$ cat src/periph_pkg.sv
// Shared map and widths for the peripheral subsystem.
// Holds the APB address map, the register offsets of each peripheral,
// the GPIO width and the interrupt source numbering.
// Every RTL module takes it with a wildcard import in its header.

`default_nettype none

package periph_pkg;

   localparam int APB_AW  = 16;              // Host address width
   localparam int APB_DW  = 32;              // Data width
   localparam int SEL_MSB = 15;              // Peripheral select field
   localparam int SEL_LSB = 12;
   localparam int OFF_W   = SEL_LSB;         // Offset width seen by a peripheral

   localparam logic [3:0] SEL_GPIO  = 4'd0;
   localparam logic [3:0] SEL_TIMER = 4'd1;
   localparam logic [3:0] SEL_INTC  = 4'd2;  // Any other code is unmapped

   localparam int GPIO_WIDTH = 16;

   localparam logic [OFF_W-1:0] GPIO_DOUT     = 12'h000;
   localparam logic [OFF_W-1:0] GPIO_DIN      = 12'h004;
   localparam logic [OFF_W-1:0] GPIO_IRQ_EN   = 12'h008;
   localparam logic [OFF_W-1:0] GPIO_IRQ_STAT = 12'h00C;

   localparam logic [OFF_W-1:0] TMR_CTRL   = 12'h000;
   localparam logic [OFF_W-1:0] TMR_RELOAD = 12'h004;
   localparam logic [OFF_W-1:0] TMR_COUNT  = 12'h008;
   localparam logic [OFF_W-1:0] TMR_STAT   = 12'h00C;

   localparam logic [OFF_W-1:0] INTC_ENABLE  = 12'h000;
   localparam logic [OFF_W-1:0] INTC_PENDING = 12'h004;
   localparam logic [OFF_W-1:0] INTC_ACTIVE  = 12'h008;

   localparam int IRQ_NUM   = 3;
   localparam int IRQ_IDX_W = $clog2(IRQ_NUM); // Width of a source number
   localparam int IRQ_GPIO  = 0;               // Lowest number wins
   localparam int IRQ_TIMER = 1;
   localparam int IRQ_EXT   = 2;

   typedef logic [IRQ_NUM-1:0] irq_vec_t;      // One bit per source

endpackage

`default_nettype wire
$ cat src/periph_top.sv
// Top of the peripheral subsystem.
// The host drives APB directly. The decoder fans the selects out to the
// GPIO, the system tick timer and the interrupt controller, and returns
// read data and slave error. GPIO and timer interrupts enter the
// controller at their fixed source positions.

`timescale 1ns/10ps
`default_nettype none

module periph_top
   import periph_pkg::*;
(
   input  wire logic                  clk_i,
   input  wire logic                  arst_n_i,
   input  wire logic [APB_AW-1:0]     paddr_i,
   input  wire logic                  psel_i,
   input  wire logic                  penable_i,
   input  wire logic                  pwrite_i,
   input  wire logic [APB_DW-1:0]     pwdata_i,
   input  wire logic [GPIO_WIDTH-1:0] gpio_i,
   input  wire logic                  irq_ext_i,
   output logic [APB_DW-1:0]          prdata_o,
   output logic                       pready_o,
   output logic                       pslverr_o,
   output logic [GPIO_WIDTH-1:0]      gpio_o,
   output logic                       irq_o
);

   logic              gpio_psel, timer_psel, intc_psel;
   logic [APB_DW-1:0] gpio_prdata, timer_prdata, intc_prdata;
   logic              gpio_irq, timer_irq;
   irq_vec_t          irq_src;

   always_comb begin
      irq_src            = '0;          // External slot filled inside intc
      irq_src[IRQ_GPIO]  = gpio_irq;
      irq_src[IRQ_TIMER] = timer_irq;
   end

   apb_decoder apb_decoder_i (
      .clk_i, .arst_n_i, .paddr_i, .psel_i, .penable_i,
      .gpio_prdata_i (gpio_prdata),
      .timer_prdata_i(timer_prdata),
      .intc_prdata_i (intc_prdata),
      .gpio_psel_o   (gpio_psel),
      .timer_psel_o  (timer_psel),
      .intc_psel_o   (intc_psel),
      .prdata_o, .pready_o, .pslverr_o
   );

   gpio_apb gpio_apb_i (
      .clk_i, .arst_n_i, .psel_i(gpio_psel), .penable_i, .pwrite_i,
      .paddr_i(paddr_i[OFF_W-1:0]), .pwdata_i, .gpio_i,
      .prdata_o(gpio_prdata), .gpio_o, .irq_o(gpio_irq)
   );

   systick_timer_apb systick_timer_apb_i (
      .clk_i, .arst_n_i, .psel_i(timer_psel), .penable_i, .pwrite_i,
      .paddr_i(paddr_i[OFF_W-1:0]), .pwdata_i,
      .prdata_o(timer_prdata), .irq_o(timer_irq)
   );

   intc_apb intc_apb_i (
      .clk_i, .arst_n_i, .psel_i(intc_psel), .penable_i, .pwrite_i,
      .paddr_i(paddr_i[OFF_W-1:0]), .pwdata_i,
      .irq_src_i(irq_src), .irq_ext_i,
      .prdata_o(intc_prdata), .irq_o
   );

endmodule

`default_nettype wire

$ cat src/intc_apb.sv
// Interrupt controller on the APB bus.
// Collects the peripheral levels and the synchronized external line into
// one source vector. ENABLE masks the sources, PENDING shows the raw
// levels and ACTIVE gives the lowest numbered enabled pending source with
// a valid flag in bit 31. irq_o is the registered OR of enabled sources.

`timescale 1ns/10ps
`default_nettype none

module intc_apb
   import periph_pkg::*;
(
   input  wire logic              clk_i,
   input  wire logic              arst_n_i,
   input  wire logic              psel_i,
   input  wire logic              penable_i,
   input  wire logic              pwrite_i,
   input  wire logic [OFF_W-1:0]  paddr_i,
   input  wire logic [APB_DW-1:0] pwdata_i,
   input  wire irq_vec_t          irq_src_i,
   input  wire logic              irq_ext_i,
   output logic [APB_DW-1:0]      prdata_o,
   output logic                   irq_o
);

   logic                 wr_en;
   logic                 ext_s1_q, ext_s2_q;  // External line synchronizer
   irq_vec_t             pending;
   irq_vec_t             enable_q;
   irq_vec_t             masked;
   logic                 act_valid;
   logic [IRQ_IDX_W-1:0] act_idx;
   logic                 irq_q;

   assign wr_en = psel_i && penable_i && pwrite_i;

   always_comb begin
      pending          = irq_src_i;
      pending[IRQ_EXT] = irq_src_i[IRQ_EXT] | ext_s2_q; // External joins here
   end

   assign masked    = pending & enable_q;
   assign act_valid = |masked;

   // Priority encoder, lowest number wins
   always_comb begin
      act_idx = '0;
      for (int i = IRQ_NUM - 1; i >= 0; i--) begin
         if (masked[i]) act_idx = IRQ_IDX_W'(i);
      end
   end

   always_ff @(posedge clk_i or negedge arst_n_i) begin
      if (!arst_n_i) begin
         ext_s1_q <= 1'b0;
         ext_s2_q <= 1'b0;
         enable_q <= '0;
         irq_q    <= 1'b0;
      end else begin
         ext_s1_q <= irq_ext_i;
         ext_s2_q <= ext_s1_q;
         irq_q    <= act_valid;                      // One cycle behind
         if (wr_en && paddr_i == INTC_ENABLE) enable_q <= pwdata_i[IRQ_NUM-1:0];
      end
   end

   assign irq_o = irq_q;

   always_comb begin
      prdata_o = '0;
      case (paddr_i)
         INTC_ENABLE:  prdata_o[IRQ_NUM-1:0] = enable_q;
         INTC_PENDING: prdata_o[IRQ_NUM-1:0] = pending;  // Unmasked levels
         INTC_ACTIVE: begin
            prdata_o[APB_DW-1]      = act_valid;
            prdata_o[IRQ_IDX_W-1:0] = act_idx;
         end
         default:      prdata_o = '0;
      endcase
   end

endmodule

`default_nettype wire

$ cat src/systick_timer_apb.sv
// System tick timer on the APB bus.
// A down counter runs while CTRL bit 0 is set. At zero it reloads from
// RELOAD and sets the sticky STAT bit, so the period is RELOAD+1 cycles.
// Writing RELOAD also loads the counter. Write a one to STAT to clear it.
// irq_o follows STAT.

`timescale 1ns/10ps
`default_nettype none

module systick_timer_apb
   import periph_pkg::*;
(
   input  wire logic              clk_i,
   input  wire logic              arst_n_i,
   input  wire logic              psel_i,
   input  wire logic              penable_i,
   input  wire logic              pwrite_i,
   input  wire logic [OFF_W-1:0]  paddr_i,
   input  wire logic [APB_DW-1:0] pwdata_i,
   output logic [APB_DW-1:0]      prdata_o,
   output logic                   irq_o
);

   logic              wr_en;
   logic              enable_q;        // CTRL bit 0
   logic [APB_DW-1:0] reload_q;
   logic [APB_DW-1:0] count_q;
   logic              stat_q;          // Sticky expiry flag
   logic              expire;

   assign wr_en  = psel_i && penable_i && pwrite_i;
   assign expire = enable_q && (count_q == '0);

   always_ff @(posedge clk_i or negedge arst_n_i) begin
      if (!arst_n_i) begin
         enable_q <= 1'b0;
         reload_q <= '0;
      end else begin
         if (wr_en && paddr_i == TMR_CTRL)   enable_q <= pwdata_i[0];
         if (wr_en && paddr_i == TMR_RELOAD) reload_q <= pwdata_i;
      end
   end

   // Down counter where a RELOAD write beats counting
   always_ff @(posedge clk_i or negedge arst_n_i) begin
      if (!arst_n_i) begin
         count_q <= '0;
      end else if (wr_en && paddr_i == TMR_RELOAD) begin
         count_q <= pwdata_i;
      end else if (expire) begin
         count_q <= reload_q;          // Wrap
      end else if (enable_q) begin
         count_q <= count_q - 1'b1;
      end
   end

   always_ff @(posedge clk_i or negedge arst_n_i) begin
      if (!arst_n_i) begin
         stat_q <= 1'b0;
      end else if (expire) begin
         stat_q <= 1'b1;               // Expiry beats a clear
      end else if (wr_en && paddr_i == TMR_STAT && pwdata_i[0]) begin
         stat_q <= 1'b0;
      end
   end

   assign irq_o = stat_q;

   always_comb begin
      prdata_o = '0;
      case (paddr_i)
         TMR_CTRL:   prdata_o[0] = enable_q;
         TMR_RELOAD: prdata_o    = reload_q;
         TMR_COUNT:  prdata_o    = count_q;   // Live value
         TMR_STAT:   prdata_o[0] = stat_q;
         default:    prdata_o    = '0;
      endcase
   end

endmodule

`default_nettype wire

$ cat src/gpio_apb.sv
// GPIO block on the APB bus.
// DOUT drives the pins straight from a register. Inputs pass a two-flop
// synchronizer before DIN reads them. Rising edges on pins enabled in
// IRQ_EN latch into IRQ_STAT; writing ones to IRQ_STAT clears them.
// irq_o is a level, high while any status bit is set.

`timescale 1ns/10ps
`default_nettype none

module gpio_apb
   import periph_pkg::*;
(
   input  wire logic                  clk_i,
   input  wire logic                  arst_n_i,
   input  wire logic                  psel_i,
   input  wire logic                  penable_i,
   input  wire logic                  pwrite_i,
   input  wire logic [OFF_W-1:0]      paddr_i,
   input  wire logic [APB_DW-1:0]     pwdata_i,
   input  wire logic [GPIO_WIDTH-1:0] gpio_i,
   output logic [APB_DW-1:0]          prdata_o,
   output logic [GPIO_WIDTH-1:0]      gpio_o,
   output logic                       irq_o
);

   logic                  wr_en;
   logic [GPIO_WIDTH-1:0] dout_q;
   logic [GPIO_WIDTH-1:0] sync1_q, sync2_q;   // Input synchronizer
   logic [GPIO_WIDTH-1:0] prev_q;             // Last synced value for edges
   logic [GPIO_WIDTH-1:0] irq_en_q;
   logic [GPIO_WIDTH-1:0] irq_stat_q;
   logic [GPIO_WIDTH-1:0] rise;

   assign wr_en = psel_i && penable_i && pwrite_i;
   assign rise  = sync2_q & ~prev_q & irq_en_q; // Enabled pins only

   always_ff @(posedge clk_i or negedge arst_n_i) begin
      if (!arst_n_i) begin
         dout_q     <= '0;
         sync1_q    <= '0;
         sync2_q    <= '0;
         prev_q     <= '0;
         irq_en_q   <= '0;
         irq_stat_q <= '0;
      end else begin
         sync1_q <= gpio_i;
         sync2_q <= sync1_q;
         prev_q  <= sync2_q;
         if (wr_en && paddr_i == GPIO_DOUT)   dout_q   <= pwdata_i[GPIO_WIDTH-1:0];
         if (wr_en && paddr_i == GPIO_IRQ_EN) irq_en_q <= pwdata_i[GPIO_WIDTH-1:0];
         if (wr_en && paddr_i == GPIO_IRQ_STAT) begin
            irq_stat_q <= (irq_stat_q & ~pwdata_i[GPIO_WIDTH-1:0]) | rise; // New edge wins
         end else begin
            irq_stat_q <= irq_stat_q | rise;
         end
      end
   end

   assign gpio_o = dout_q;
   assign irq_o  = |irq_stat_q;

   always_comb begin
      prdata_o = '0;
      case (paddr_i)
         GPIO_DOUT:     prdata_o[GPIO_WIDTH-1:0] = dout_q;
         GPIO_DIN:      prdata_o[GPIO_WIDTH-1:0] = sync2_q;
         GPIO_IRQ_EN:   prdata_o[GPIO_WIDTH-1:0] = irq_en_q;
         GPIO_IRQ_STAT: prdata_o[GPIO_WIDTH-1:0] = irq_stat_q;
         default:       prdata_o = '0;
      endcase
   end

endmodule

`default_nettype wire

$ cat src/apb_decoder.sv
// APB address decoder for the peripheral subsystem.
// Splits the host select into one select per peripheral from the
// top address nibble, muxes the read word back to the host and
// answers unmapped codes with a slave error and zero data.
// No wait states: pready is raised in every access cycle.

`timescale 1ns/10ps
`default_nettype none

module apb_decoder
   import periph_pkg::*;
(
   input  wire logic              clk_i,
   input  wire logic              arst_n_i,
   input  wire logic [APB_AW-1:0] paddr_i,
   input  wire logic              psel_i,
   input  wire logic              penable_i,
   input  wire logic [APB_DW-1:0] gpio_prdata_i,
   input  wire logic [APB_DW-1:0] timer_prdata_i,
   input  wire logic [APB_DW-1:0] intc_prdata_i,
   output logic                   gpio_psel_o,
   output logic                   timer_psel_o,
   output logic                   intc_psel_o,
   output logic [APB_DW-1:0]      prdata_o,
   output logic                   pready_o,
   output logic                   pslverr_o
);

   logic [SEL_MSB-SEL_LSB:0] sel_code;
   logic                     mapped;
   logic                     setup_q;       // Setup phase seen last cycle

   assign sel_code = paddr_i[SEL_MSB:SEL_LSB];
   assign mapped   = (sel_code == SEL_GPIO) || (sel_code == SEL_TIMER) ||
                     (sel_code == SEL_INTC);

   assign gpio_psel_o  = psel_i && (sel_code == SEL_GPIO);
   assign timer_psel_o = psel_i && (sel_code == SEL_TIMER);
   assign intc_psel_o  = psel_i && (sel_code == SEL_INTC);

   always_ff @(posedge clk_i or negedge arst_n_i) begin
      if (!arst_n_i) begin
         setup_q <= 1'b0;
      end else begin
         setup_q <= psel_i && !penable_i;   // Access phase follows setup
      end
   end

   assign pready_o  = psel_i && penable_i && setup_q;
   assign pslverr_o = pready_o && !mapped;  // Unmapped code

   always_comb begin
      case (sel_code)
         SEL_GPIO:  prdata_o = gpio_prdata_i;
         SEL_TIMER: prdata_o = timer_prdata_i;
         SEL_INTC:  prdata_o = intc_prdata_i;
         default:   prdata_o = '0;          // Zero on unmapped reads
      endcase
   end

endmodule

`default_nettype wire

$ cat config.mk
export PLATFORM = sky130hd
export DESIGN_NAME = periph_top
export DESIGN_NICKNAME = d
export VERILOG_FILES = /design/src/periph_pkg.sv /design/src/periph_top.sv /design/src/intc_apb.sv /design/src/systick_timer_apb.sv /design/src/gpio_apb.sv /design/src/apb_decoder.sv
export SDC_FILE = /design/constraint.sdc
export NUM_CORES = 1
export LEC_CHECK = 0
export BUFFER_PORTS_ARGS = -buffer_cell sky130_fd_sc_hd__clkbuf_2
export CAP_MARGIN = 20
export CORE_ASPECT_RATIO = 1.75
export CORE_MARGIN = 10
export CORE_UTILIZATION = 57
export CTS_BUF_LIST = sky130_fd_sc_hd__clkbuf_16
export DETAILED_ROUTE_END_ITERATION = 10
export PLACE_DENSITY = 0.8
export SLEW_MARGIN = 20
export SYNTH_ARGS = -nofsm -noshare
export SYNTH_HDL_FRONTEND = slang
export SYNTH_SLANG_ARGS = --single-unit
$ cat constraint.sdc
create_clock -name clk_i -period 2.6 [get_ports clk_i]
set_input_delay 0.13 -clock clk_i [delete_from_list [all_inputs] [get_ports clk_i]]
set_output_delay 0.13 -clock clk_i [all_outputs]
set_load 0.01 [all_outputs]
==> flow_metrics.tcl <==
set metrics [dict create \
    synthCells 790 \
    syn_to_final_growth_pct 24.3 \
    r2r_start "systick_timer_apb_i.count_q[24]$_DFFE_PN0P_" \
    timing.critical_path.required_ns 2.47 \
    yosys_register_bits 169 \
    postRouteWirelength_um 23600 \
    setup_slack_of_the_critical_path_after_layout_ns -0.0577 \
    postSynth.asyncResetShare_pct 100 \
    layout_min_cycle_time_ns 2.66 \
    path_clk_slew_ns 0.07 \
    htree_num_levels 4 \
    multi_input_gate_area_in_the_final_layout_um2 3750 \
    slew_viol_final 0 \
    setup-violations-final 2 \
    grt_usage_pct 23.6 \
    cts_num_sinks 169 \
    most_used_dff_post_synth "dfrtp_1" \
    number_of_antenna_violations_at_the_first_check_in_global_routing 0 \
    layout_commonest_cell "nand2_1" \
    status "finished, violations left" \
    die_w_um 111 \
    drt_drc_violations_left 0 \
    cts_buffers 17 \
    critical_path_class "reg -> out" \
    grt_first_pass_wirelength_um 38000 \
    utilization_after_layout_pct 72.9 \
    global_route.overflow_total 0 \
    tightest_slew_ns 0.696 \
    maxCapViolations 0 \
    yosys.cell_types.count 67 \
    drt-vias-per-instance 6.14 \
    clock_insertion_delay_worst_skew_ns 0.42 \
    layout.cells.most_common_list "nand2_1 (182), dfrtp_1 (169), clkbuf_2 (118)" \
    detailed_place_hpwl_um 16200 \
    critPathCaptureType "output pin" \
    diodes 0 \
    synthesis.area_um2 8200 \
    synth.yosys.seq_area_share_pct 51.6 \
    synth_enable_flop_cells 0 \
    fp.coreArea_um2 14000 \
    hold_path_startpoint "pwdata_i[20]" \
    core.rowCount 57 \
    globalplace.congestion 0.973 \
    pwr_density_cell_nw_per_um2 537 \
    nFillCells 989 \
    synth.yosys.warnings 0 \
    drive_above_1_share_pct 27.9 \
    cts_tree "done" \
    cp-start-kind "register" \
    io-pin-count 121 \
    rsz0062_at_grt "true" \
    crit_start "gpio_apb_i.irq_stat_q[15]$_DFF_PN0_" \
    first_global_vias 7340 \
    dp.cells 1073 \
    mean_cell_area_of_the_mapped_netlist_um2 10.4 \
    worstPathMaxFanout 3 \
    dieArea_um2 19800 \
    finalCritPeriodShare_pct 102 \
    power_mw 5.47 \
    vdd_ir_drop_max_mv 0.528 \
    via_count 7052 \
    final_design_area_no_fill_um2 10200 \
    number_of_buffers_added_on_ports 120 \
    pre_cts_ws_ns 0.251 \
    setup_tns_ns -0.104 \
    grt_start_max_net_pins 72 \
    post_dr_wirelength_cell_um 20.6 \
    finalClockSkew_ns 0.0133 \
    fin_worst_hold_slack_ns 0.0145 \
    power.leakage_nw 4.70 \
    final-hold-violation-count 0 \
    drt-initial-drc-count 462 \
    timing.hold.worst.class "in -> reg" \
    syn-num-nets 862 \
    final_cell_count_no_fill 1149 \
    die-height_um 179 \
    floorplan.initialDensity_pct 58.6 \
    layout.area.seq_um2 4230 \
    num-nets-final 1031 \
    cts_root_buf "clkbuf_16" \
    timing.max_slew.rel_slack_pct 53.6 \
    final_antenna_net_count 0 \
    failed_checks "setup timing" \
    timing.fmax_mhz 376 \
    drt_pass1_iterations 5 \
    cts-root-to-sink-buffers 2 \
    detailed_place.area_um2 9120 \
    crit_arrival_ns 2.53 \
]
-- registers in the layout (all words and copies together) (netlist names) --
name,count
systick_timer_apb_i.count_q,32
systick_timer_apb_i.reload_q,32
gpio_apb_i.gpio_o,16
gpio_apb_i.irq_en_q,16
gpio_apb_i.irq_stat_q,16
gpio_apb_i.prev_q,16
gpio_apb_i.sync1_q,16
gpio_apb_i.sync2_q,16
intc_apb_i.enable_q,3
apb_decoder_i.setup_q,1
intc_apb_i.ext_s1_q,1
intc_apb_i.ext_s2_q,1
intc_apb_i.irq_o,1
systick_timer_apb_i.enable_q,1
systick_timer_apb_i.irq_o,1
-- layout make-up --
| cell class | count | share of cell area, % |
|---|---|---|
| multi-input combinational | 565 | 36.9 |
| sequential | 169 | 41.5 |
| timing repair buffer | 197 | 13.2 |
| clock inverter | 15 | 1.72 |
| tap | 177 | 2.17 |
| inverter | 9 | 0.332 |
| clock buffer | 17 | 4.18 |
-- critical path, cell delays in order, from the launching register on --
cell	delay [ns]
dfrtp_1	0.39
or4_4	0.60
o41ai_4	0.36
nand2_1	0.12
o32ai_2	0.21
nand4_1	0.11
o211ai_1	0.13
buf_2	0.19
-- what timing repair did --
action	4_1_cts	5_1_grt
pin swaps	7	4
buffers inserted	4	1
gates resized for setup	6	1
hold endpoints to repair	116	0
endpoints found under the setup margin	2	3
hold buffers	39	0
cloned	0	0
-- where the power goes --
| group | switching (mW) | leakage (nW) | internal (mW) | total [mW] |
|---|---|---|---|---|
| Sequential | 0.0210 | 2.13 | 2.67 | 2.69 |
| Clock | 1.22 | 0.294 | 1.30 | 2.52 |
| Combinational | 0.140 | 2.27 | 0.122 | 0.262 |
| Total | 1.38 | 4.70 | 4.09 | 5.47 |
-- path summary, 6_finish.rpt --
path	to	slack (ns)	cells past startpoint
max in group asynchronous	systick_timer_apb_i.reload_q[23]$_DFFE_PN0P_	1.51	3
max	prdata_o[1]	-0.06	7
min reg2reg	gpio_apb_i.sync2_q[14]$_DFF_PN0_	0.35	0
min	systick_timer_apb_i.reload_q[20]$_DFFE_PN0P_	0.01	3
min in group asynchronous	gpio_apb_i.gpio_o[15]$_DFFE_PN0P_	0.29	2
max reg2reg	systick_timer_apb_i.count_q[0]$_DFFE_PN0P_	0.25	6
-- layer usage --
metal / GRT usage, % / wire (um) / vias to the layer above
li1: - / - / 3187
met5: 0 / 0 / -
met1: 25.0 / 8600 / 3501
met2: 42.9 / 12900 / 292
met4: 13.3 / 973 / 0
met3: 4.54 / 1180 / 72
-- Yosys cell counts, drive strengths merged (3+ instances only) --
| library cell | instances | area (um2) |
|---|---|---|
| nand4 | 4 | 25.0 |
| o211ai | 14 | 110 |
| mux4 | 16 | 360 |
| nor3 | 18 | 118 |
| a22oi | 31 | 233 |
| or4 | 10 | 82.6 |
| xnor2 | 7 | 61.3 |
| nor4 | 9 | 120 |
| or3 | 4 | 35.0 |
| a21oi | 17 | 85.1 |
| nand2 | 182 | 683 |
| a31oi | 4 | 25.0 |
| nor2 | 53 | 221 |
| a2bb2oi | 3 | 26.3 |
| and2 | 4 | 25.0 |
| o2bb2ai | 18 | 158 |
| nand3 | 27 | 135 |
| buf | 22 | 119 |
| mux2 | 38 | 428 |
| mux2i | 3 | 30.0 |
| clkbuf | 25 | 93.8 |
| a211o | 8 | 70.1 |
| o21ai | 33 | 165 |
| and3 | 7 | 43.8 |
| nor2b | 3 | 18.8 |
| xor2 | 10 | 87.6 |
| dfrtp | 169 | 4230 |
| nand4b | 4 | 41.3 |
| o31ai | 5 | 37.5 |
| inv | 9 | 33.8 |
| o41ai | 3 | 33.8 |
-- logic make-up after synthesis --
logic type                 count (synthesis)  share of synthesized area, %
and+or+nand+nor                          334                          19.8
buffers and inverters                     56                          3.01
AOI/OAI and AO/OA                        155                          13.5
muxes                                     57                          9.98
xor gates and xnor gates                  17                          1.82
DFF                                      169                          51.6
adders and majority gates                  2                         0.305
Power figures use the tool's default switching activity.
